[config.mk]
export PLATFORM = sky130hd
export DESIGN_NAME = dataMemory
export DESIGN_NICKNAME = d
export VERILOG_FILES = /design/src/datapathPkg.sv /design/src/dataMemory.sv
export SDC_FILE = /design/constraint.sdc
export NUM_CORES = 2
export LEC_CHECK = 0
export BUFFER_PORTS_ARGS = -buffer_cell sky130_fd_sc_hd__buf_4
export CORE_MARGIN = 4
export CORE_UTILIZATION = 59
export CTS_BUF_LIST = sky130_fd_sc_hd__clkbuf_4
export CTS_CLUSTER_SIZE = 20
export DETAILED_ROUTE_END_ITERATION = 6
export PLACE_DENSITY = 0.78
export RECOVER_POWER = 25
export SYNTH_ARGS = -nofsm -noshare
export SYNTH_HDL_FRONTEND = slang
export SYNTH_SLANG_ARGS = --single-unit
[constraint.sdc]
create_clock -name clock -period 2 [get_ports clock]
set_input_delay 0 -clock clock [delete_from_list [all_inputs] [get_ports clock]]
set_output_delay 0 -clock clock [all_outputs]
set_load 0.05 [all_outputs]
[src/datapathPkg.sv]
// Datapath shared definitions
package datapathPkg;

    // ------------------------------------------------------------
    // Sizes
    // ------------------------------------------------------------
    localparam int WORD_WIDTH       = 16;
    localparam int ADDR_WIDTH       = 10;
    localparam int MEM_DEPTH        = 256;
    localparam int MEM_ADDR_WIDTH   = $clog2(MEM_DEPTH);
    localparam int PORT_COUNT       = 4;
    localparam int PORT_INDEX_WIDTH = $clog2(PORT_COUNT);

    // ------------------------------------------------------------
    // Address map
    // ------------------------------------------------------------
    // Bank A reads and writes start at zero
    localparam int IO_PORT_BASE_ADDR     = 256;
    localparam int MEM_WRITE_BASE_ADDR_B = 512;
    localparam int IO_WRITE_BASE_ADDR_A  = 256;
    localparam int IO_WRITE_BASE_ADDR_B  = 768;

    typedef enum logic [2:0] {
        ADD, SUB, AND, OR, XOR, PASSA, PASSB, MUL
    } aluOpT;

    typedef struct packed {
        logic                  valid;
        aluOpT                 op;
        logic [ADDR_WIDTH-1:0] readAddrA;
        logic [ADDR_WIDTH-1:0] readAddrB;
        logic [ADDR_WIDTH-1:0] writeAddrD;
    } instrT;

    typedef struct packed {
        logic [WORD_WIDTH-1:0] ra;
        logic [WORD_WIDTH-1:0] rb;
        logic                  carryOut;
        logic                  overflow;
    } aluResultT;

    typedef struct packed {
        logic readIsIoA;
        logic readIsIoB;
        logic writeIsIoA;
        logic writeIsIoB;
        logic ioReady;
    } predT;

    // Address falls inside [base, base + size)
    function automatic logic inWindow(input logic [ADDR_WIDTH-1:0] addr,
                                      input int unsigned base,
                                      input int unsigned size);
        return (addr >= base) && (addr < base + size);
    endfunction

    function automatic logic [PORT_COUNT-1:0] portOneHot(
            input logic [PORT_INDEX_WIDTH-1:0] idx);
        return PORT_COUNT'(1) << idx;
    endfunction

endpackage

[src/dataMemory.sv]
// Data memory bank
`timescale 1ns/10ps

module dataMemory (
    input  logic                                 clock,
    input  logic [datapathPkg::MEM_ADDR_WIDTH-1:0] readAddr,
    output logic [datapathPkg::WORD_WIDTH-1:0]   readData,
    input  logic                                 writeEnable,
    input  logic [datapathPkg::MEM_ADDR_WIDTH-1:0] writeAddr,
    input  logic [datapathPkg::WORD_WIDTH-1:0]   writeData
);
    import datapathPkg::*;

    logic [WORD_WIDTH-1:0] mem [MEM_DEPTH];

    // ------------------------------------------------------------
    // Single write port, registered read port
    // ------------------------------------------------------------
    always_ff @(posedge clock) begin
        if (writeEnable) begin
            mem[writeAddr] <= writeData;
        end
    end

    // Same-edge read of a written address returns the old word
    always_ff @(posedge clock) begin
        readData <= mem[readAddr];
    end

endmodule

* Word-level counts from Yosys, hierarchy flattened
Memories as Yosys holds them, arrays and structs flattened. A register that Yosys moved wholly into a read port is not among the register bits.
Index checks and enable logic that the tools add are counted.
** Operators by class
- Muxes and demuxes :: 2
** Operator list (count)
- 2-to-1 mux 1 bit :: 2
** Storage, ports and cells
- Memories :: 1
- RAM bits :: 4096
- Output and inout port bits :: 16
- Register bits :: 0
** Memory list
- mem :: depth 256, bits a word 16, read ports 1, clocked after memory_dff 1, wr ports 1, RTL line dataMemory.sv:14 : logic [WORD_WIDTH-1:0] mem [MEM_DEPTH];

* Logic depth before layout (Yosys ltp)
- Depth after elaboration :: 2
- Gate-level depth with buffers :: 12
- Mapped depth without buffers :: 6

* Worst setup path before layout
Ideal clock, no wire load.
- Path type :: input port to flip-flop
- Start point :: input port writeAddr[3] in the netlist's numbering
- End point :: memory mem[235][0] (enable)
- Arrival time :: 1.777 ns
- Setup time :: 0.388 ns
- Buffers on the path :: 3
- Required time :: 1.612 ns
- Path slack :: -0.165 ns
- Stages on the path :: 6
- Cell sequence :: clkbuf_1 nor2b_1 clkbuf_1 nand4_1 clkbuf_1 nor2_1
** RTL lines
- from (decl) :: RTL line dataMemory.sv:9 : input logic [datapathPkg::MEM_ADDR_WIDTH-1:0] writeAddr,
- to (decl) :: RTL line dataMemory.sv:14
Straight into the memory's write port.

==> flow_summary.toml <==
[critical_path]
crit_top_cell = "mux4_2"
cpMaxStageDelayCell = "mux4_2"
critPathMaxStageDelay_ns = 0.53
crit_chain = "mux4_2 > mux4_2 > a22o_4 > o32ai_4 > buf_4 > nor4_2"
startpoint_type = "flop"
regToRegEndpoint = "readData[5]"
crit_arrival_ns = 4.06
end_kind = "flop"
required_ns = 3.48
reg2regPathDepth = 6
r2r_setup_slack_ns = -0.59
critical_path_class = "reg2reg"
r2r_start = "mem[26][5]"
path_max_fanout = 1

[synth]
synth_edf_count = 4096
synth_top_area_cell = "edfxtp_1"
synth_area_mm2 = 0.159
yosys-top-cells-area = "edfxtp_1, mux4_2, mux2i_1, o221ai_1, nor2_1"
synth-main-ff-cell = "edfxtp_1"
syn_area_per_cell_um2 = 21.6
synth_top_area_share = 0.775
ys_types = 52
syn_nets = 7394
synth-seq-cells = 4112
seq_area_frac_synth = 0.777
async_reset_ff_frac = 0
netlist_instances = 7360
ys_warn_count = 0

[cts]
h-tree-depth = 6
clockRootBuffer = "clkbuf_4"
clock_path_buffers = 4
cts_tree = "built"
cts.clk_slew.worst_paths_ns = 0.07
cts_setup_buffers = 0
cts.sink_count = 4112
clk_latency_ns = 1.68
cts_buffers = 951

[timing]
min_period_ns = 2.59
worst_slew_pin_slew_ns = 2.32
max_freq_mhz = 386
setup_slack_ns = -0.589
rsz0062_at_grt = "true"
clock_skew_ns = 0.163
slew_violations = 427
hold_violations = 1
setup_viol = 2460
hold_ws_ns = -0.0410
max_slew_margin = -0.549
finalCritPeriodShare = 1.29

[placement]
io_buffer_count = 49
dpl.hpwl_mm = 265
gp_congestion = 0.960

[route]
wirelength_met1_mm = 145
first_pass_iters = 7
top_layer_used = "met5"
vias = 88378
postRouteAntennaNets = 0
drtIter0Drc = 14217
drc = 1
drt_wl_total_mm = 435
via_per_inst = 6.60
wl_per_cell_um = 32.5
wl_met2_mm = 204
route.met3.wl_mm = 59.8

[global_route]
grt_max_degree = 101
grt_pass1_wl_mm = 626
grt_pass1_vias = 89752
grt_antenna_before_repair = 24
grt.total_usage = 0.313
gr-total-overflow = 0

[cells_and_area]
seqCellArea_mm2 = 0.123
area_growth_pct = 18.1
layout.nets = 9089
final_util = 0.699
final_common_cell = "edfxtp_1"
fillers = 15113
layout_common_cells = "edfxtp_1, clkbuf_4, mux4_2"
multi_input_area_mm2 = 0.0338
drive_gt1_frac = 0.363

[die]
initial_utilization = 0.592
rows = 190
die_x_um = 527
fp.dieH_um = 527
core_mm2 = 0.268
die-area_mm2 = 0.277
ios = 50

[worst_hold_path]
min_to = "readData[4]"
min_path_type = "in2reg"
hold_depth = 8
hold_start = "readAddr[6]"

[power]
vdd_drop_max_uv = 559
leakagePower_nw = 62.1
power_density_mw_per_mm2 = 919

[run_status]
status = "finished with violations"
violations = "DRC, hold timing, capacitance limit, slew limit, setup timing"

[job]
cap_viol_max_count = 8
-- layer usage --
layer | GRT usage | vias up
met5 | 0 | -
met4 | 0.171 | 12
met3 | 0.0885 | 1253
met2 | 0.477 | 7047
met1 | 0.415 | 44619
li1 | - | 35447
-- cell type report --
type,count,share of cell area
Multi-Input combinational cell,2792,0.180
Timing Repair Buffer,1194,0.0723
Tap cell,3552,0.0237
Clock inverter,358,0.0104
Inverter,4,0.000147
Antenna cell,21,0.000280
Sequential cell,4112,0.658
Clock buffer,1357,0.0544
-- repair_timing --
item | 4_1_cts | 5_1_grt
hold endpoints to repair | 8208 | 772
setup endpoints to repair | 32 | 830
cloned | 0 | 1
resized for setup | 195 | 56
hold buffers | 114 | 5
pin swaps | 30 | 26
-- power by group --
| group | switching, W | total (W) | internal, W |
|---|---|---|---|
| clock | 0.0335 | 0.0659 | 0.0324 |
| combinational | 0.00673 | 0.0111 | 0.00432 |
| sequential | 0.000183 | 0.0951 | 0.0950 |
-- cell families after synthesis --
family          after synthesis  synth area share
compound gates              786            0.0354
buf+inv                     456            0.0169
flops                      4112             0.777
mux                        1450             0.155
simple gates                556            0.0157
-- flip-flops by register name, summed over array words and instances, names as in the netlist --
signal	flops
mem	4096
readData	16
-- worst max-delay path by stage --
stage                       startpoint  cells after the start          end
final                       mem[26][5]                      6  readData[5]
after global routing        mem[55][5]                      6  readData[5]
after CTS                   mem[27][5]                      6  readData[5]
after detailed placement   readAddr[0]                      9  readData[5]
after global placement     readAddr[0]                      9  readData[5]
after floorplan           writeAddr[3]                      6  mem[235][0]
-- critical path: cells and delay by family (launching register included) --
kind | cells | cell delay, ns
compound gates | 2 | 0.80
mux | 2 | 1.06
flops | 1 | 0.36
buf+inv | 1 | 0.21
simple gates | 1 | 0.04
-- cell usage after synthesis, types with 5 or more instances --
cell and count:
nor3_1 92, nand3_1 35, mux2i_1 565, a22o_1 32, buf_6 77, o32ai_1 20
mux2_2 88, nand2_1 38, buf_12 5, nand4_1 26, o21ai_0 37, a211oi_1 18
o31ai_1 16, a21oi_1 175, edfxtp_1 4096, a22oi_1 43, buf_2 76, nor4_1 17
buf_1 27, a31oi_1 6, o22ai_1 148, mux4_2 797, buf_8 11, dfxtp_1 16
a2111oi_0 6, and3_1 11, nor2_1 304, buf_4 26, a221oi_1 28, nor2b_1 9
o221ai_1 252, clkbuf_1 230
-- through the flow --
step / total power [W] / area, um2 / cells / worst slack, ns / setup TNS [ns]
3_5_place_dp: 0.107 / 173000 / 11545 / -1.74 / -18.21
6_report: 0.172 / 187000 / 13390 / -0.589 / -400.09
2_1_floorplan: 0.102 / 159000 / 7360 / -0.165 / -298.64
4_1_cts: 0.172 / 188000 / 13369 / -0.650 / -70.02
3_3_place_gp: 0.107 / 173000 / 11545 / -1.71 / -17.66
5_1_grt: 0.178 / 187000 / 13375 / -0.617 / -449.21
Note: power is estimated with default switching activity, not from simulation.
