File: src/datapathPkg.sv
// Datapath shared definitions
package datapathPkg;

    // ------------------------------------------------------------
    // Sizes
    // ------------------------------------------------------------
    localparam int WORD_WIDTH       = 16;
    localparam int ADDR_WIDTH       = 10;
    localparam int MEM_DEPTH        = 256;
    localparam int MEM_ADDR_WIDTH   = $clog2(MEM_DEPTH);
    localparam int PORT_COUNT       = 4;
    localparam int PORT_INDEX_WIDTH = $clog2(PORT_COUNT);

    // ------------------------------------------------------------
    // Address map
    // ------------------------------------------------------------
    // Bank A reads and writes start at zero
    localparam int IO_PORT_BASE_ADDR     = 256;
    localparam int MEM_WRITE_BASE_ADDR_B = 512;
    localparam int IO_WRITE_BASE_ADDR_A  = 256;
    localparam int IO_WRITE_BASE_ADDR_B  = 768;

    typedef enum logic [2:0] {
        ADD, SUB, AND, OR, XOR, PASSA, PASSB, MUL
    } aluOpT;

    typedef struct packed {
        logic                  valid;
        aluOpT                 op;
        logic [ADDR_WIDTH-1:0] readAddrA;
        logic [ADDR_WIDTH-1:0] readAddrB;
        logic [ADDR_WIDTH-1:0] writeAddrD;
    } instrT;

    typedef struct packed {
        logic [WORD_WIDTH-1:0] ra;
        logic [WORD_WIDTH-1:0] rb;
        logic                  carryOut;
        logic                  overflow;
    } aluResultT;

    typedef struct packed {
        logic readIsIoA;
        logic readIsIoB;
        logic writeIsIoA;
        logic writeIsIoB;
        logic ioReady;
    } predT;

    // Address falls inside [base, base + size)
    function automatic logic inWindow(input logic [ADDR_WIDTH-1:0] addr,
                                      input int unsigned base,
                                      input int unsigned size);
        return (addr >= base) && (addr < base + size);
    endfunction

    function automatic logic [PORT_COUNT-1:0] portOneHot(
            input logic [PORT_INDEX_WIDTH-1:0] idx);
        return PORT_COUNT'(1) << idx;
    endfunction

endpackage

File: src/alu.sv
// Registered ALU
`timescale 1ns/10ps

module alu (
    input  logic                                 clock,
    input  logic                                 rstN,
    input  datapathPkg::aluOpT                   op,
    input  logic [datapathPkg::WORD_WIDTH-1:0]   operandA,
    input  logic [datapathPkg::WORD_WIDTH-1:0]   operandB,
    output datapathPkg::aluResultT               result
);
    import datapathPkg::*;

    localparam int MSB = WORD_WIDTH - 1;

    logic [WORD_WIDTH:0]     sumFull;
    logic [WORD_WIDTH:0]     diffFull;
    logic [2*WORD_WIDTH-1:0] product;
    aluResultT               nextResult;

    assign sumFull  = {1'b0, operandA} + {1'b0, operandB};
    assign diffFull = {1'b0, operandA} - {1'b0, operandB};
    assign product  = operandA * operandB;

    // ------------------------------------------------------------
    // Stage 2 compute
    // ------------------------------------------------------------
    always_comb begin
        nextResult = '0;
        case (op)
            ADD: begin
                nextResult.ra       = sumFull[MSB:0];
                nextResult.carryOut = sumFull[WORD_WIDTH];
                nextResult.overflow = (operandA[MSB] == operandB[MSB]) &&
                                      (sumFull[MSB] != operandA[MSB]);
            end
            SUB: begin
                // Carry is the inverted borrow
                nextResult.ra       = diffFull[MSB:0];
                nextResult.carryOut = ~diffFull[WORD_WIDTH];
                nextResult.overflow = (operandA[MSB] != operandB[MSB]) &&
                                      (diffFull[MSB] != operandA[MSB]);
            end
            AND:   nextResult.ra = operandA & operandB;
            OR:    nextResult.ra = operandA | operandB;
            XOR:   nextResult.ra = operandA ^ operandB;
            PASSA: nextResult.ra = operandA;
            PASSB: nextResult.ra = operandB;
            MUL: begin
                nextResult.ra = product[MSB:0];
                nextResult.rb = product[2*WORD_WIDTH-1:WORD_WIDTH];
            end
            default: nextResult = '0;
        endcase
    end

    always_ff @(posedge clock) begin
        if (!rstN) begin
            result <= '0;
        end else begin
            result <= nextResult;
        end
    end

endmodule

File: config.mk
export PLATFORM = sky130hd
export DESIGN_NAME = alu
export DESIGN_NICKNAME = d
export VERILOG_FILES = /design/src/datapathPkg.sv /design/src/alu.sv
export SDC_FILE = /design/constraint.sdc
export NUM_CORES = 1
export LEC_CHECK = 0
export BUFFER_PORTS_ARGS = -buffer_cell sky130_fd_sc_hd__buf_4
export CORE_ASPECT_RATIO = 0.5
export CORE_MARGIN = 8
export CORE_UTILIZATION = 59
export CTS_CLUSTER_DIAMETER = 60
export DETAILED_ROUTE_END_ITERATION = 10
export HOLD_SLACK_MARGIN = 0.06
export PLACE_DENSITY = 0.86
export SYNTH_ARGS = -nofsm -noshare
export SYNTH_HDL_FRONTEND = slang
export SYNTH_SLANG_ARGS = --single-unit
File: constraint.sdc
create_clock -name clock -period 9 [get_ports clock]
set_clock_uncertainty 0.1 [all_clocks]
set_input_delay 0.9 -clock clock [delete_from_list [all_inputs] [get_ports clock]]
set_output_delay 0.9 -clock clock [all_outputs]
set_load 0.01 [all_outputs]
# After elaboration in Yosys (flattened, before gate mapping)

Index checks and enable logic that the tools add are counted.

Add/sub/neg operators: 2
Divide/modulo/power cells: 0
$mul: 1
Muxes and demuxes: 2
Reductions and logical operators: 4
Bitwise gates (word level): 4
Shift operators: 0
Eq/ne operators: 11
Order comparisons: 0

Operator list:

| kind                 | count |
|---|---|
| $pmux W16 S8         | 1 |
| $mul A16 B16 Y32     | 1 |
| $add A16 B16 Y17     | 1 |
| $sub A16 B16 Y17     | 1 |
| $and A16 B16 Y16     | 1 |
| $or A16 B16 Y16      | 1 |
| $xor A16 B16 Y16     | 1 |
| $eq A3 B3 Y1 const B | 4 |
| $eq A3 B2 Y1 const B | 2 |
| $pmux W2 S2          | 1 |
| $eq A3 B1 Y1 const B | 1 |
| $logic_not A3 Y1     | 1 |
| $ne A1 B1 Y1         | 3 |
| $logic_and A1 B1 Y1  | 2 |
| $reduce_and A2 Y1    | 1 |
| $eq A1 B1 Y1         | 1 |
| $not A1 Y1           | 1 |

Word-level logic and storage cells: 28
Bits of input ports: 37
Output and inout port bits: 34
Bits in registers: 34
RAM bits: 0
ROM bits: 0
Latch bits: 0
Memories kept: 0

# Logic depth before layout (Yosys ltp)

Depth in word-level cells: 4
Mapped depth: 23
Mapped depth without buffers: 22

# Worst setup path after synthesis

No wires, ideal clock.

Path type: input port to flip-flop
From: in operandA[8] (netlist name)
To: reg result[9] (netlist name)
Slack: 2,329 ps
Required time: 8,772 ps
Library setup time: 128 ps
Path buffers: 1
Arrival time: 6,444 ps
Cell stages on the path: 21
Cells stage by stage: clkbuf_1 clkinv_1 nor2_1 fa_1 inv_1 fa_1 fa_1 inv_1 fa_1 fa_1 inv_1 fa_1 inv_1 ha_1 or4_1 and3_1 o31ai_2 o21ai_1 a31oi_1 xor2_1 nor2_1

Cells in the longest elaborated chain, start to end: 1

RTL lines:

| what                 | line      | source |
|---|---|---|
| start, declared      | alu.sv:8  | `input logic [datapathPkg::WORD_WIDTH-1:0] operandA,` |
| $mul A16 B16 Y32     | alu.sv:23 | `assign product = operandA * operandB;` |
| end signal, assigned | alu.sv:61 | `result <= nextResult;` |
| end, declared        | alu.sv:10 | `output datapathPkg::aluResultT result` |

Every way passes these cells.
A chain may end at the register's enable or synchronous reset.

# Worst setup path in the final report

From: in operandA[3] (netlist name)
To: reg result[15] (netlist name)

Same word-level chain as after synthesis.

==> metrics.txt <==
outcome finished clean; Top-Level Pins 71; syn_area_per_cell 8.17 um^2; top flop regs result: 34 flops; vias per cell 6.02; clock sink total 34; Mapped Cells 1432; placed cell areas 12200 um^2; register name with the most flops result; synthesized area 11700 um^2; Worst Path Buf+Inv 6; Levels on crit path 22; final net count 1834; Comb pwr share 91.5%; critical path class in -> reg; fmax 139 MHz; startpoint class of the critical path input port; post-route antenna net violation count 0; Top FF cell, synth dfxtp_1; first-pass GRT wire length 59.3 mm; design area 12400 um^2; setup TNS 0 ns; crit path capture type flop; crit path DAT 7.30 ns; slew at the pin closest to its max-slew limit 0.908 ns; crit path max-delay cell type a211oi_1; Root Buffer clkbuf_16; synthesized flop and latch total 34; detailed placer's ending HPWL 29.9 mm; GPL Wtd Cong 1.03; peak per-stage delay on the critical path 0.66 ns; fin crit period 7.22 ns; Final Hold Vio Count 0; Worst Path Required 9.08 ns; Pwr Density 371 nW/um^2; largest cells by area after synthesis fa_1 (33%), ha_1 (16%), inv_1 (8.9%), nor2_1 (5.9%), dfxtp_1 (5.8%); initial core utilization 60.1%; DRT Pass-1 Iters 6; Yosys warnings 0; TritonCTS clock tree done; crit path max fanout 11; Slew Limit Headroom 39.0%; Peak VDD IR 0.421 mV; # DRC 0; Seq pwr share 4.1%; Initial DRC Count 1149; most common library cells after synthesis inv_1 (277), fa_1 (195), nor2_1 (184); Yosys top cell area share 33.4%; final setup fails 0; hold_buf cts 0; CTS Buf Count 5; share of post-route cells with drive strength above 1 7.04%; net switching fraction of the power 57.8%; CP top delay family adder cells; initial antenna violation count 0; multi-input combinational cell area 9620 um^2; hold path depth 2; largest area contributor in the synthesized netlist fa_1; Avg WL per Cell 21.6 um; Mapped Nets 1818; vias in the first global route 10900; Rows 36; DIE WIDTH 215 um; P_int 1.95 mW; antenna cells 0; Slew Limit Fails 0; RSZ-0062 raised after global routing false; Core Area 19500 um^2; Hold/Removal Path Class in -> reg; cell repeated most along the worst path fa_1; CP cell instances buf_4 > inv_1 > nor2_1 > fa_1 > inv_1 > fa_1 > inv_1 > fa_1 > fa_1 > fa_1 > inv_1 > fa_1 > inv_1 > ha_1 > o211a_1 > nand3_1 > a211oi_1 > o31ai_2 > o31a_1 > o21ai_1 > xnor2_1 > nor2_1; Clock power frac 4.5%; IO buf count 70; die area 24900 um^2; Max-cap violations 0; area grow syn2layout 6.00%; Total GRT Usage 30.6%; die height 116 um; Clock Path Buffers 2; Fill cells 1729; ys async rst share 0%; Switch Pwr 2.66 mW; top-count cell post-synth inv_1; LEAKAGE 6.39 nW; PostCTS Resize Cnt 0; sequential area share after synthesis 5.82%; Reg area 681 um^2; ratio of final minimum period to clock period 80.2%; Total Wirelength 37.1 mm; H-Tree Depth 2; setup bufs post-CTS 0; number of flip-flops in the largest register 34; total grt overflow 0; routed vias 10300; Clock transition at path regs 0.06 ns; unique cell type count in the Yosys netlist 82; Post-synth EDFFs 0; largest net degree at the start of global routing 65
through the flow:
stage | power [mW] | std cells | hold slack (ns) | setup slack, ns | utilization, %
4_1_cts | 4.57 | 1715 | 0.798 | 1.90 | 63.7
3_3_place_gp | 4.21 | 1707 | 1.12 | 1.71 | 63.0
3_5_place_dp | 4.32 | 1707 | 1.13 | 1.59 | 63.0
2_1_floorplan | 3.23 | 1432 | 1.01 | 2.33 | -
5_1_grt | 5.13 | 1715 | 0.813 | 1.53 | 63.7
6_report | 4.61 | 1715 | 0.821 | 1.78 | 63.7
layout by cell type (no fill, tap or decap), drive strengths merged, types with 5 or more instances in the layout:
cell type / n
a21boi: 5
o22ai: 11
a21o: 12
clkinv: 7
nand2b: 7
inv: 284
nor2b: 10
o31a: 5
o21ai: 45
o211ai: 5
fa: 195
a211oi: 8
nand2: 163
a21oi: 56
nand3: 15
nor3: 10
dfxtp: 34
a221oi: 5
o21bai: 9
mux2i: 12
xnor2: 23
a31oi: 8
nor2: 184
buf: 70
ha: 154
xor2: 13
or3: 11
o21a: 6
clkbuf: 6
o31ai: 7
routing by layer:
metal / global-route usage (%) / vias up / share of wire (%)
met1: 38.7 / 4978 / 39
li1: - / 4552 / -
met2: 48.6 / 668 / 43
met4: 13.1 / 0 / 4.5
met5: 0 / - / 0
met3: 9.59 / 128 / 13
worst paths after layout:
check              startpoint               endpoint
setup / recovery  operandA[3]  result[15]$_SDFF_PN0_
hold / removal           rstN  result[29]$_SDFF_PN0_
kinds of logic after synthesis:
family	after synthesis	share of synthesized area, %
and+or+nand+nor	425	15.4
buffers and inverters	351	12.0
adders and majority gates	349	49.8
AOI/OAI and AO/OA	223	12.9
xor gates and xnor gates	36	2.69
DFF	34	5.82
muxes	14	1.41
power by group through the flow:
stage / Clock [mW] / Sequential, mW / Combinational [mW]
6_report: 0.205 / 0.187 / 4.21
5_1_grt: 0.214 / 0.189 / 4.73
4_1_cts: 0.210 / 0.188 / 4.17
3_5_place_dp: 0 / 0.190 / 4.13
3_3_place_gp: 0 / 0.190 / 4.02
2_1_floorplan: 0 / 0.204 / 3.02
layout make-up:
| class | count | share of cell area (%) |
|---|---|---|
| clock buffers | 6 | 1.12 |
| multi-input cells | 1047 | 77.6 |
| clock inverters | 2 | 0.131 |
| inverters | 290 | 8.78 |
| flip-flops and latches | 34 | 5.49 |
| repair buffers | 70 | 4.24 |
| well taps | 266 | 2.68 |
Power figures use the tool's default switching activity.
