===== src/datapathPkg.sv =====
// Datapath shared definitions
package datapathPkg;

    // ------------------------------------------------------------
    // Sizes
    // ------------------------------------------------------------
    localparam int WORD_WIDTH       = 16;
    localparam int ADDR_WIDTH       = 10;
    localparam int MEM_DEPTH        = 256;
    localparam int MEM_ADDR_WIDTH   = $clog2(MEM_DEPTH);
    localparam int PORT_COUNT       = 4;
    localparam int PORT_INDEX_WIDTH = $clog2(PORT_COUNT);

    // ------------------------------------------------------------
    // Address map
    // ------------------------------------------------------------
    // Bank A reads and writes start at zero
    localparam int IO_PORT_BASE_ADDR     = 256;
    localparam int MEM_WRITE_BASE_ADDR_B = 512;
    localparam int IO_WRITE_BASE_ADDR_A  = 256;
    localparam int IO_WRITE_BASE_ADDR_B  = 768;

    typedef enum logic [2:0] {
        ADD, SUB, AND, OR, XOR, PASSA, PASSB, MUL
    } aluOpT;

    typedef struct packed {
        logic                  valid;
        aluOpT                 op;
        logic [ADDR_WIDTH-1:0] readAddrA;
        logic [ADDR_WIDTH-1:0] readAddrB;
        logic [ADDR_WIDTH-1:0] writeAddrD;
    } instrT;

    typedef struct packed {
        logic [WORD_WIDTH-1:0] ra;
        logic [WORD_WIDTH-1:0] rb;
        logic                  carryOut;
        logic                  overflow;
    } aluResultT;

    typedef struct packed {
        logic readIsIoA;
        logic readIsIoB;
        logic writeIsIoA;
        logic writeIsIoB;
        logic ioReady;
    } predT;

    // Address falls inside [base, base + size)
    function automatic logic inWindow(input logic [ADDR_WIDTH-1:0] addr,
                                      input int unsigned base,
                                      input int unsigned size);
        return (addr >= base) && (addr < base + size);
    endfunction

    function automatic logic [PORT_COUNT-1:0] portOneHot(
            input logic [PORT_INDEX_WIDTH-1:0] idx);
        return PORT_COUNT'(1) << idx;
    endfunction

endpackage


===== src/operandFetch.sv =====
// Operand fetch and select
`timescale 1ns/10ps

module operandFetch (
    input  logic                                 clock,
    input  logic                                 rstN,
    input  logic [datapathPkg::ADDR_WIDTH-1:0]   readAddrA,
    input  logic [datapathPkg::ADDR_WIDTH-1:0]   readAddrB,
    input  datapathPkg::predT                    pred,
    input  logic [datapathPkg::PORT_COUNT-1:0]   ioRdenA,
    input  logic [datapathPkg::PORT_COUNT-1:0]   ioRdenB,
    input  logic [datapathPkg::PORT_COUNT-1:0][datapathPkg::WORD_WIDTH-1:0] ioReadDataA,
    input  logic [datapathPkg::PORT_COUNT-1:0][datapathPkg::WORD_WIDTH-1:0] ioReadDataB,
    input  logic [datapathPkg::WORD_WIDTH-1:0]   memDataA,
    input  logic [datapathPkg::WORD_WIDTH-1:0]   memDataB,
    output logic [datapathPkg::WORD_WIDTH-1:0]   operandA,
    output logic [datapathPkg::WORD_WIDTH-1:0]   operandB
);
    import datapathPkg::*;

    logic                  selIoA;
    logic                  selIoB;
    logic                  selMemA;
    logic                  selMemB;
    logic [WORD_WIDTH-1:0] ioWordA;
    logic [WORD_WIDTH-1:0] ioWordB;

    // ------------------------------------------------------------
    // Stage 1 to stage 2 capture
    // ------------------------------------------------------------
    always_ff @(posedge clock) begin
        if (!rstN) begin
            selIoA  <= 1'b0;
            selIoB  <= 1'b0;
            selMemA <= 1'b0;
            selMemB <= 1'b0;
        end else begin
            selIoA  <= pred.readIsIoA;
            selIoB  <= pred.readIsIoB;
            selMemA <= inWindow(readAddrA, 0, MEM_DEPTH);
            selMemB <= inWindow(readAddrB, 0, MEM_DEPTH);
        end
    end

    // Port word is only taken when the read is actually consumed
    always_ff @(posedge clock) begin
        if (|ioRdenA) begin
            ioWordA <= ioReadDataA[readAddrA[PORT_INDEX_WIDTH-1:0]];
        end
        if (|ioRdenB) begin
            ioWordB <= ioReadDataB[readAddrB[PORT_INDEX_WIDTH-1:0]];
        end
    end

    // ------------------------------------------------------------
    // Stage 2 operand select
    // ------------------------------------------------------------
    // Unmapped read addresses give zero
    always_comb begin
        operandA = selIoA ? ioWordA : (selMemA ? memDataA : '0);
        operandB = selIoB ? ioWordB : (selMemB ? memDataB : '0);
    end

endmodule


===== config.mk =====
export PLATFORM = sky130hd
export DESIGN_NAME = operandFetch
export DESIGN_NICKNAME = d
export VERILOG_FILES = /design/src/datapathPkg.sv /design/src/operandFetch.sv
export SDC_FILE = /design/constraint.sdc
export NUM_CORES = 1
export LEC_CHECK = 0
export BUFFER_PORTS_ARGS = -buffer_cell sky130_fd_sc_hd__clkbuf_2
export CORE_ASPECT_RATIO = 1.4
export CORE_MARGIN = 4
export CORE_UTILIZATION = 30
export CTS_CLUSTER_SIZE = 10
export DETAILED_ROUTE_END_ITERATION = 16
export PLACE_DENSITY = 0.8
export SLEW_MARGIN = 20
export SYNTH_ARGS = -nofsm -noshare
export SYNTH_HDL_FRONTEND = slang
export SYNTH_SLANG_ARGS = --single-unit

===== constraint.sdc =====
create_clock -name clock -period 1.3 [get_ports clock]
set_clock_uncertainty 0.2 [all_clocks]
set_input_delay 0.065 -clock clock [delete_from_list [all_inputs] [get_ports clock]]
set_output_delay 0.065 -clock clock [all_outputs]
set_load 0.05 [all_outputs]

---- Word-level counts from Yosys, hierarchy flattened ----
Index checks and enable logic that the tools add are counted.
cells by class
  reduce and logical (&&, ||, !) cells .... 2
  magnitude comparators ................... 4
  mux-type cells .......................... 8
operator list
  cell                 count
  $mux 16              6
  $bmux 16 s2          2
  $lt 10x9->1 const B  2
  $reduce_or 4->1      2
  $lt 2x3->1 const B   2
word-level totals
  bits in registers ....................... 36
  input bits .............................. 195

---- Logic depth before layout (Yosys ltp) ----
  depth in word-level cells ............... 2
  gate-level depth with buffers ........... 4
  depth with buffers taken out ............ 2

---- Worst setup path before layout ----
No wires, ideal clock.
  kind .................................... flip-flop to output port
  start point ............................. register selIoA
  end point ............................... output operandA[14] in the netlist's numbering
  data required time ...................... 1.035 ns
  buffers on the path ..................... 2
  path slack .............................. -0.710 ns
  cell stages (with the launch flop) ...... 4
  arrival ................................. 1.745 ns
  path through ............................ dfxtp_1 > buf_2 > buf_1 > o21ai_0
between the ends
  word-level cells in the longest chain between the ends .. 1
RTL lines
  item                    RTL line            RTL
  from (decl)             operandFetch.sv:21  logic selIoA;
  from (signal assigned)  operandFetch.sv:38  selIoA <= pred.readIsIoA;
  $mux 16                 operandFetch.sv:60  operandA = selIoA ? ioWordA : (selMemA ? memDataA : '0);
  to (decl)               operandFetch.sv:16  output logic [datapathPkg::WORD_WIDTH-1:0] operandA,
No other way between the ends.

---- Worst setup path after layout ----
  start point ............................. register selMemA
  end point ............................... output operandA[11] in the netlist's numbering
between the ends
  word-level cells in the longest chain between the ends .. 2
RTL lines
  item                    RTL line            RTL
  from (decl)             operandFetch.sv:23  logic selMemA;
  from (signal assigned)  operandFetch.sv:40  selMemA <= inWindow(readAddrA, 0, MEM_DEPTH);
  $mux 16 (2 in a row)    operandFetch.sv:60
No other way between the ends.

==> impl_metrics.env <==
export IMPL_synth_edf_count=32
export IMPL_area_delta_synth_final_pct=94.6
export IMPL_die_x_um=81.5
export IMPL_cts_root_buf="clkbuf_8"
export IMPL_crit_chain="nor2b_4, buf_6, a22o_4, clkbuf_16"
export IMPL_cp_slowest_stage_delay_ns=0.32
export IMPL_synth_area_leader_cell="edfxtp_1"
export IMPL_cp_arrival_ns=1.26
export IMPL_hold_path_class="in -> reg"
export IMPL_antenna_found_initial=1
export IMPL_n_fill_cell=556
export IMPL_syn_area_mm2=0.00227
export IMPL_first_pass_iters=4
export IMPL_grt_max_degree=18
export IMPL_worstSetupPathType="reg -> out"
export IMPL_worstMarginPinSlew_ns=0.322
export IMPL_async_flop_share_pct=0
export IMPL_ys_top_cells_by_area="edfxtp_1, mux4_2, mux4_1, a22o_1, dfxtp_1"
export IMPL_cts_path_max_buffers=2
export IMPL_io_pins=227
export IMPL_cts_tree="built"
export IMPL_yosysUniqueCellTypes=15
export IMPL_critPathMaxFanout=7
export IMPL_final_nets=549
export IMPL_drc=0
export IMPL_post_dp_cell_area_mm2=0.00376
export IMPL_cp_num_buf_inv=2
export IMPL_max_vdd_ir_drop_mv=0.367
export IMPL_status="finished, violations left"
export IMPL_design_area_mm2=0.00441
export IMPL_cts_max_level=2
export IMPL_fin_crit_ns=1.52
export IMPL_p_leak_uw=0.00210
export IMPL_clkSinkCount=36
export IMPL_std_cell_rows=37
export IMPL_violations="negative hold slack, negative setup slack"
export IMPL_first_iter_violations=59
export IMPL_diodes=0
export IMPL_fmax_mhz=656
export IMPL_dp_cells=427
export IMPL_end_kind="output pin"
export IMPL_rsz0062_at_grt="true"
export IMPL_stdcell_count=452
export IMPL_postSynthAreaPerCell_um2=18.0
export IMPL_drt_wl_total_um=9180
export IMPL_synth_nets=321
export IMPL_max_slew_margin_pct=78.5
export IMPL_drive_gt1_share_pct=80.6
export IMPL_chipHeight_um=111
export IMPL_hold_ws_ns=-0.0417
export IMPL_cpMaxStageDelayCell="dfxtp_2"
export IMPL_wl_per_cell_um=20.3
export IMPL_port_buffers=211
export IMPL_setup_violations=35
export IMPL_ys_seq_area_share_pct=45.9
export IMPL_dieArea_mm2=0.00903
export IMPL_grt_overflow=0
export IMPL_synth_cells=126
export IMPL_via_count=2343
export IMPL_yosysWarnings=0
export IMPL_synth_most_common_cell="edfxtp_1"
export IMPL_ys_ff_latch=36
export IMPL_grt_pass1_vias=2772
export IMPL_setup_slack_ns=-0.224
export IMPL_synthFlopType="edfxtp_1"
export IMPL_grt_first_pass_wirelength_um=13500
export IMPL_cp_start_kind="flop"
export IMPL_synth_top_area_share_pct=42.4
export IMPL_final_antenna_net_count=0
export IMPL_grtUsageTotal_pct=20.1
export IMPL_detailed_place_hpwl_um=7030
export IMPL_p_per_area_mw_per_mm2=815
export IMPL_cts_buffers=5
export IMPL_start_util_pct=30.8
export IMPL_dp_slack_ns=-0.507
export IMPL_cpLargestDelayFamily="flip-flops"
export IMPL_clk_pin_slew_ns=0.07
export IMPL_ys_top_cells_by_count="edfxtp_1, a22o_1, mux4_2"
export IMPL_coreArea_mm2=0.00736
export IMPL_final_hold_viol_count=25
export IMPL_maxCapViolations=0
export IMPL_drv_slew=0
export IMPL_required_ns=1.03
export IMPL_gp_congestion=0.756
export IMPL_viasPerCell=5.18
export IMPL_finalCritPeriodShare_pct=117
per-layer routing:
layer / part of all wire [%] / global-route usage, % / vias up
li1: - / - / 1028
met1: 29 / 17.1 / 1105
met2: 54 / 37.7 / 174
met3: 12 / 7.97 / 34
met4: 4.4 / 10.3 / 2
met5: 0.14 / 0 / -
what timing repair did:
| action | 4_1_cts | 5_1_grt |
|---|---|---|
| pin swaps | 0 | 3 |
| buffers inserted | 5 | 0 |
| endpoints found under the hold margin | 36 | 31 |
| resized for setup | 71 | 26 |
| endpoints found under the setup margin | 32 | 37 |
| hold buffers | 15 | 4 |
power breakdown:
part           leakage, uW  internal (uW)  total [uW]  switching, uW
sequential        0.000370           1410        1490           73.2
combinational      0.00169            768        1360            593
clock            0.0000399            373         743            370
total              0.00210           2560        3590           1040
path summary, 6_finish.rpt:
path / from / to / cells after the start
max: selMemA$_SDFF_PN0_ / operandA[11] / 4
min: ioReadDataB[63] / ioWordB[15]$_DFFE_PP_ / 2
area by class of cell:
| class | count | area [um^2] | share of cell area [%] |
|---|---|---|---|
| repair buffers | 235 | 1760 | 40.0 |
| multi-input cells | 76 | 1400 | 31.7 |
| flip-flops and latches | 36 | 1050 | 23.8 |
| well taps | 97 | 121 | 2.75 |
| clock buffers | 7 | 76.3 | 1.73 |
| clock inverters | 1 | 3.75 | 0.0851 |
placed cells by master, fill, tap and decap left out, drive strengths merged:
master	n
a22o	30
and2	2
buf	40
clkbuf	186
clkinv	1
dfxtp	4
dlygate4sd3	15
dlymetal6s4s	1
edfxtp	32
mux4	32
nand2	4
nor2b	2
nor3b	2
o21ai	2
or4	2
stage by stage:
step | setup TNS, ns | total power (uW) | util (%) | hold slack (ns)
final | -6.39 | 3590 | 59.9 | -0.0417
after global routing | -7.89 | 3790 | 59.9 | -0.0614
after CTS | -6.93 | 3570 | 59.4 | -0.0505
after detailed placement | -12.03 | 2630 | 51.1 | 0.0437
after global placement | -10.60 | 2590 | 51.1 | 0.0341
after floorplan | -0.117 | 2160 | - | -0.0599
logic make-up (layout without fill, tap and decap cells):
group	Yosys count	after routing	share of synthesized area, %
AO/OA/AOI/OAI	32	32	12.0
buffers and inverters	14	243	4.91
flip-flops	36	36	45.9
multiplexers	32	32	33.8
AND/OR/NAND/NOR	12	12	3.31
flip-flops by register name (all words and copies together), names as in the netlist:
| signal | flops |
|---|---|
| selMemA | 1 |
| selIoB | 1 |
| selIoA | 1 |
| ioWordA | 16 |
| selMemB | 1 |
| ioWordB | 16 |
Power figures use the tool's default switching activity.
