===== config.mk =====
export PLATFORM = sky130hd
export DESIGN_NAME = resultWriteback
export DESIGN_NICKNAME = d
export VERILOG_FILES = /design/src/datapathPkg.sv /design/src/resultWriteback.sv
export SDC_FILE = /design/constraint.sdc
export NUM_CORES = 1
export LEC_CHECK = 0
export BUFFER_PORTS_ARGS = -buffer_cell sky130_fd_sc_hd__buf_4
export CAP_MARGIN = 20
export CORE_AREA = 2 2 74 76
export DETAILED_ROUTE_END_ITERATION = 8
export DIE_AREA = 0 0 76 78
export PLACE_DENSITY = 0.78
export SLEW_MARGIN = 25
export SYNTH_ARGS = -nofsm -noshare
export SYNTH_HDL_FRONTEND = slang
export SYNTH_SLANG_ARGS = --single-unit

===== constraint.sdc =====
create_clock -name clock -period 1.91 [get_ports clock]
set_input_delay 0.382 -clock clock [delete_from_list [all_inputs] [get_ports clock]]
set_output_delay 0.382 -clock clock [all_outputs]
set_load 0.005 [all_outputs]

===== src/datapathPkg.sv =====
// Datapath shared definitions
package datapathPkg;

    // ------------------------------------------------------------
    // Sizes
    // ------------------------------------------------------------
    localparam int WORD_WIDTH       = 16;
    localparam int ADDR_WIDTH       = 10;
    localparam int MEM_DEPTH        = 256;
    localparam int MEM_ADDR_WIDTH   = $clog2(MEM_DEPTH);
    localparam int PORT_COUNT       = 4;
    localparam int PORT_INDEX_WIDTH = $clog2(PORT_COUNT);

    // ------------------------------------------------------------
    // Address map
    // ------------------------------------------------------------
    // Bank A reads and writes start at zero
    localparam int IO_PORT_BASE_ADDR     = 256;
    localparam int MEM_WRITE_BASE_ADDR_B = 512;
    localparam int IO_WRITE_BASE_ADDR_A  = 256;
    localparam int IO_WRITE_BASE_ADDR_B  = 768;

    typedef enum logic [2:0] {
        ADD, SUB, AND, OR, XOR, PASSA, PASSB, MUL
    } aluOpT;

    typedef struct packed {
        logic                  valid;
        aluOpT                 op;
        logic [ADDR_WIDTH-1:0] readAddrA;
        logic [ADDR_WIDTH-1:0] readAddrB;
        logic [ADDR_WIDTH-1:0] writeAddrD;
    } instrT;

    typedef struct packed {
        logic [WORD_WIDTH-1:0] ra;
        logic [WORD_WIDTH-1:0] rb;
        logic                  carryOut;
        logic                  overflow;
    } aluResultT;

    typedef struct packed {
        logic readIsIoA;
        logic readIsIoB;
        logic writeIsIoA;
        logic writeIsIoB;
        logic ioReady;
    } predT;

    // Address falls inside [base, base + size)
    function automatic logic inWindow(input logic [ADDR_WIDTH-1:0] addr,
                                      input int unsigned base,
                                      input int unsigned size);
        return (addr >= base) && (addr < base + size);
    endfunction

    function automatic logic [PORT_COUNT-1:0] portOneHot(
            input logic [PORT_INDEX_WIDTH-1:0] idx);
        return PORT_COUNT'(1) << idx;
    endfunction

endpackage


===== src/resultWriteback.sv =====
// Result writeback decode
`timescale 1ns/10ps

module resultWriteback (
    input  logic                                 clock,
    input  logic                                 rstN,
    input  logic [datapathPkg::ADDR_WIDTH-1:0]   writeAddrD,
    input  logic                                 annul,
    input  logic [datapathPkg::WORD_WIDTH-1:0]   ra,
    output logic                                 memWeA,
    output logic                                 memWeB,
    output logic [datapathPkg::MEM_ADDR_WIDTH-1:0] memWriteAddr,
    output logic [datapathPkg::WORD_WIDTH-1:0]   memWriteData,
    output logic [datapathPkg::PORT_COUNT-1:0]   ioWrenA,
    output logic [datapathPkg::PORT_COUNT-1:0]   ioWrenB,
    output logic [datapathPkg::PORT_COUNT-1:0][datapathPkg::WORD_WIDTH-1:0] ioWriteDataA,
    output logic [datapathPkg::PORT_COUNT-1:0][datapathPkg::WORD_WIDTH-1:0] ioWriteDataB
);
    import datapathPkg::*;

    logic [ADDR_WIDTH-1:0] s2WriteAddr;
    logic [ADDR_WIDTH-1:0] s3WriteAddr;
    logic                  s2Annul;
    logic                  s3Annul;
    logic                  commit;

    // ------------------------------------------------------------
    // Carry the write address to stage 3
    // ------------------------------------------------------------
    always_ff @(posedge clock) begin
        s2WriteAddr <= writeAddrD;
        s3WriteAddr <= s2WriteAddr;
        if (!rstN) begin
            s2Annul <= 1'b1;
            s3Annul <= 1'b1;
        end else begin
            s2Annul <= annul;
            s3Annul <= s2Annul;
        end
    end

    // ------------------------------------------------------------
    // Stage 3 strobes with at most one target
    // ------------------------------------------------------------
    assign commit = !s3Annul;

    assign memWeA = commit && inWindow(s3WriteAddr, 0, MEM_DEPTH);
    assign memWeB = commit && inWindow(s3WriteAddr, MEM_WRITE_BASE_ADDR_B, MEM_DEPTH);
    assign ioWrenA = (commit && inWindow(s3WriteAddr, IO_WRITE_BASE_ADDR_A, PORT_COUNT))
                   ? portOneHot(s3WriteAddr[PORT_INDEX_WIDTH-1:0]) : '0;
    assign ioWrenB = (commit && inWindow(s3WriteAddr, IO_WRITE_BASE_ADDR_B, PORT_COUNT))
                   ? portOneHot(s3WriteAddr[PORT_INDEX_WIDTH-1:0]) : '0;

    // Bank B base is aligned, so both banks share the low bits
    assign memWriteAddr = s3WriteAddr[MEM_ADDR_WIDTH-1:0];
    assign memWriteData = ra;
    assign ioWriteDataA = {PORT_COUNT{ra}};
    assign ioWriteDataB = {PORT_COUNT{ra}};

endmodule


# After elaboration in Yosys (flattened, before gate mapping)
# Index checks and enable logic that the tools add are counted.
word_totals:
  output_inout_bits: 162
  ff_bits: 22
  input_bits: 29
  word_cells: 22
classes:
  shifts: 1
  reduce_logical: 8
  mux: 2
  order_cmp: 7
ops:
  columns: ["cell", "count"]
  rows:
  - ["greater-or-equal comparator 10 bit, second input constant", 2]
  - ["less-than comparator 10 bit, second input constant", 2]
  - ["less-than comparator 10 x 9 -> 1 bit, second input constant", 2]
  - ["greater-or-equal comparator 10 x 9 -> 1 bit, second input constant", 1]
  - ["2-to-1 mux 4 bit", 2]
  - ["logical AND 1 bit", 7]
  - ["<< shifter 1 x 2 -> 4 bit, first input constant", 1]
  - ["logical NOT 1 bit", 1]

# Longest topological paths before layout
logic_depth:
  ltp_word: 4
  depth_mapped: 3
  ltp_nobuf: 2

# Worst setup path after synthesis
# No wires, ideal clock.
synth_timing:
  path_type: "reg2out"
  from: "register s3WriteAddr[4]"
  to: "output port ioWrenA[1] in the netlist's numbering"
  required_time_ns: 1.528
  path_stages_with_launch: 4
  slack_ns: 0.274
  arrival_ns: 1.254
  n_path_buf: 1
  cell_sequence: "dfxtp_1 -> or4_4 -> buf_6 -> nor4_1"
synth_via:
  elab_chain_cells: 4
  elab_cells_between_ends: 5
  cone_classes: "2 x order compare; 1 x mux; 2 x reduce/logical"
synth_rtl:
  columns: ["item", "line_no", "source"]
  rows:
  - ["from (decl)", "resultWriteback.sv:22", "logic [ADDR_WIDTH-1:0] s3WriteAddr;"]
  - ["from (signal assigned)", "resultWriteback.sv:32", "s3WriteAddr <= s2WriteAddr;"]
  - ["greater-or-equal comparator 10 x 9 -> 1 bit / less-than comparator 10 x 9 -> 1 bit (equally long branches)", "datapathPkg.sv:54", "return (addr >= base) && (addr < base + size);"]
  - ["logical AND 1 bit (*)", "datapathPkg.sv:54", null]
  - ["logical AND 1 bit (*)", "resultWriteback.sv:49", "assign ioWrenA = (commit && inWindow(s3WriteAddr, IO_WRITE_BASE_ADDR_A, PORT_COUNT))"]
  - ["2-to-1 mux 4 bit (*)", "resultWriteback.sv:50", "? portOneHot(s3WriteAddr[PORT_INDEX_WIDTH-1:0]) : '0;"]
  - ["to (decl)", "resultWriteback.sv:14", "output logic [datapathPkg::PORT_COUNT-1:0] ioWrenA,"]
# Mark *: on every way between the ends. The rest lies on a longest branch, timed or not.

# Worst setup path in the final report
layout_timing:
  from: "register s3WriteAddr[6]"
  to: "output port ioWrenA[3] in the netlist's numbering"
# Same word-level chain as after synthesis.

==> results.sh <==
export IMPL_status="finished with violations"
export IMPL_violations="negative setup slack"
export IMPL_grt_setup_unrepaired="true"
export IMPL_startpoint_type="flip-flop"
export IMPL_placed_area_sq_um=888.4
export IMPL_tns_ns=-1.165
export IMPL_firstDrtPassIters=4
export IMPL_path_class="flip-flop to primary output"
export IMPL_postCtsSetupRepairBufs=0
export IMPL_met3_usage=0.07093
export IMPL_setup_violations=8
export IMPL_crit_slowest_cell="or4_4"
export IMPL_start_util=0.3437
export IMPL_grt_util_all_layers=0.06218
export IMPL_gp_congestion=0.6333
export IMPL_synth_distinct_cells=13
export IMPL_clock_path_buffers=2
export IMPL_tightest_slew_ns=0.3482
export IMPL_h_tree_depth=1
export IMPL_cp_arrival_ns=1.71
export IMPL_seqPwrFrac=0.574
export IMPL_hp_class="primary input to flip-flop"
export IMPL_crit_buf_inv=1
export IMPL_hold_viol=0
export IMPL_swShare=0.1909
export IMPL_route_vias_total=532
export IMPL_clock_sinks=22
export IMPL_p_int_mw=0.6997
export IMPL_core_region_area_sq_um=5042
export IMPL_grt_pass1_vias=543
export IMPL_finalCritPeriodShare=1.097
export IMPL_grt_pass1_wl_um=2891
export IMPL_p_total_mw=0.8648
export IMPL_diodes=0
export IMPL_p_sw_mw=0.1651
export IMPL_drv_cap=0
export IMPL_final_cell_mix="buf_4, dfxtp_1, nor4_2"
export IMPL_fillCellCount=548
export IMPL_cp_cell_sequence="or4_4 > nor4_2 > buf_4"
export IMPL_dp_slack_ns=0.03684
export IMPL_antenna_left=0
export IMPL_worstSetupEndpointType="primary output"
export IMPL_cts_root_buf="clkbuf_8"
export IMPL_maxSlewHeadroom=0.7675
export IMPL_grt_busiest_layer="met2"
export IMPL_dieHeight_um=78
export IMPL_nNetsFinal=105
export IMPL_wirelength_um=2010
export IMPL_power_density_nw_per_um2=867.2
export IMPL_period_needed_ns=2.096
export IMPL_dp_hpwl_um=1500
export IMPL_io_buffers=30
export IMPL_antenna_found_initial=0
export IMPL_drc=0
export IMPL_pwr_share_comb=0.058
export IMPL_postLayoutCellArea_sq_um=997.2
export IMPL_avgSynthCellArea_sq_um=8.887
export IMPL_syn_area_sq_um=1733
export IMPL_dieArea_sq_um=5928
export IMPL_fin_hold_ws_ns=0.2184
export IMPL_fin_util=0.1978
export IMPL_viasPerCell=3.669
export IMPL_finClkSkew_ns=0.0005085
export IMPL_cp_top_family="simple AND/OR/NAND/NOR gates"
export IMPL_critPathMaxFanout=8
export IMPL_routedWlPerCell_um=13.86
export IMPL_drive_gt1_frac=0.6000
export IMPL_cts_tree="yes"
export IMPL_gr_usage_met2=0.1071
export IMPL_area_growth_syn_to_layout_pct=-42.45
export IMPL_critPathRequiredTime_ns=1.53
export IMPL_max_freq_mhz=477.1
export IMPL_dp_cells=141
export IMPL_drt_iter0_drc=2
export IMPL_slew_viol_final=0
export IMPL_synth_fp_nets=224
export IMPL_power_frac_clock=0.368
export IMPL_io_pins=191
export IMPL_die_x_um=76
export IMPL_stdcell_count=145
export IMPL_netlist_instances=195
export IMPL_clk_pin_slew_ns=0.07
export IMPL_grtUsageMet1=0.03751
export IMPL_grt_max_degree=13
export IMPL_p_leak_nw=0.4094
export IMPL_fin_ws_ns=-0.1862
export IMPL_grt_remaining_overflow=0
export IMPL_max_stage_delay_ns=0.64
export IMPL_layout_commonest_cell="buf_4"
export IMPL_cts_made_buffers=3
export IMPL_rows=26
export IMPL_clkLatencyLatePin_ns=0.26
export IMPL_yosys_warnings=0
export IMPL_peakVddDrop_mv=0.6039
export IMPL_synth_seq_cells=22
export IMPL_yosysSeqAreaShare=0.2542
area by class of cell:
cell class                      instances  area, sq um  share of cell area
Multi-Input combinational cell         18        183.9              0.1844
Tap cell                               70        87.58             0.08783
Sequential cell                        22        441.7              0.4429
Clock buffer                            4        55.05             0.05521
Timing Repair Buffer                   30        225.2              0.2258
Inverter                                1        3.754            0.003764
state kept, by name (all words and copies together) (netlist names):
register	cells
s2Annul	1
s2WriteAddr	10
s3Annul	1
s3WriteAddr	10
routing by layer:
metal	wire, um	vias to the layer above
li1	-	212
met1	427	199
met2	1044	118
met3	502	3
met4	36	0
met5	0	-
path summary, 6_finish.rpt:
check / start / endpoint / slack (ns) / cells after the start
min reg2reg: s2WriteAddr[3] / s3WriteAddr[3] / 0.33 / 0
min: writeAddrD[9] / s2WriteAddr[9] / 0.22 / 1
max: s3WriteAddr[6] / ioWrenA[3] / -0.19 / 3
max reg2reg: s2Annul / s3Annul / 1.39 / 1
cell usage after synthesis:
cell      number  area [sq um]
buf_2          1         5.000
buf_4        152          1141
buf_6          1         11.26
dfxtp_1       22         440.4
inv_2          1         3.750
nand2_1        1         3.750
nand2b_1       4         25.02
nor2_1         1         3.750
nor3_1         2         10.01
nor4_1         6         37.54
nor4b_2        2         30.03
or4_4          1         11.26
or4b_1         1         10.01
repair_timing:
| item | 4_1_cts | 5_1_grt |
|---|---|---|
| hold buffers | 0 | 0 |
| pin swaps | 2 | 1 |
| endpoints found under the setup margin | 8 | 8 |
| resized for setup | 6 | 3 |
cells by family after synthesis:
kind of cell,Yosys count,synth area share
DFF,22,0.2542
buffers and inverters,155,0.6700
and+or+nand+nor,18,0.07581
power groups by stage:
stage | Sequential (mW) | Combinational, mW | Clock (mW)
6_report | 0.497 | 0.0501 | 0.318
5_1_grt | 0.500 | 0.0543 | 0.347
4_1_cts | 0.496 | 0.0495 | 0.324
3_5_place_dp | 0.506 | 0.0459 | 0
3_3_place_gp | 0.505 | 0.0452 | 0
2_1_floorplan | 0.502 | 0.269 | 0
No activity file was read; power rests on OpenSTA's default activity.
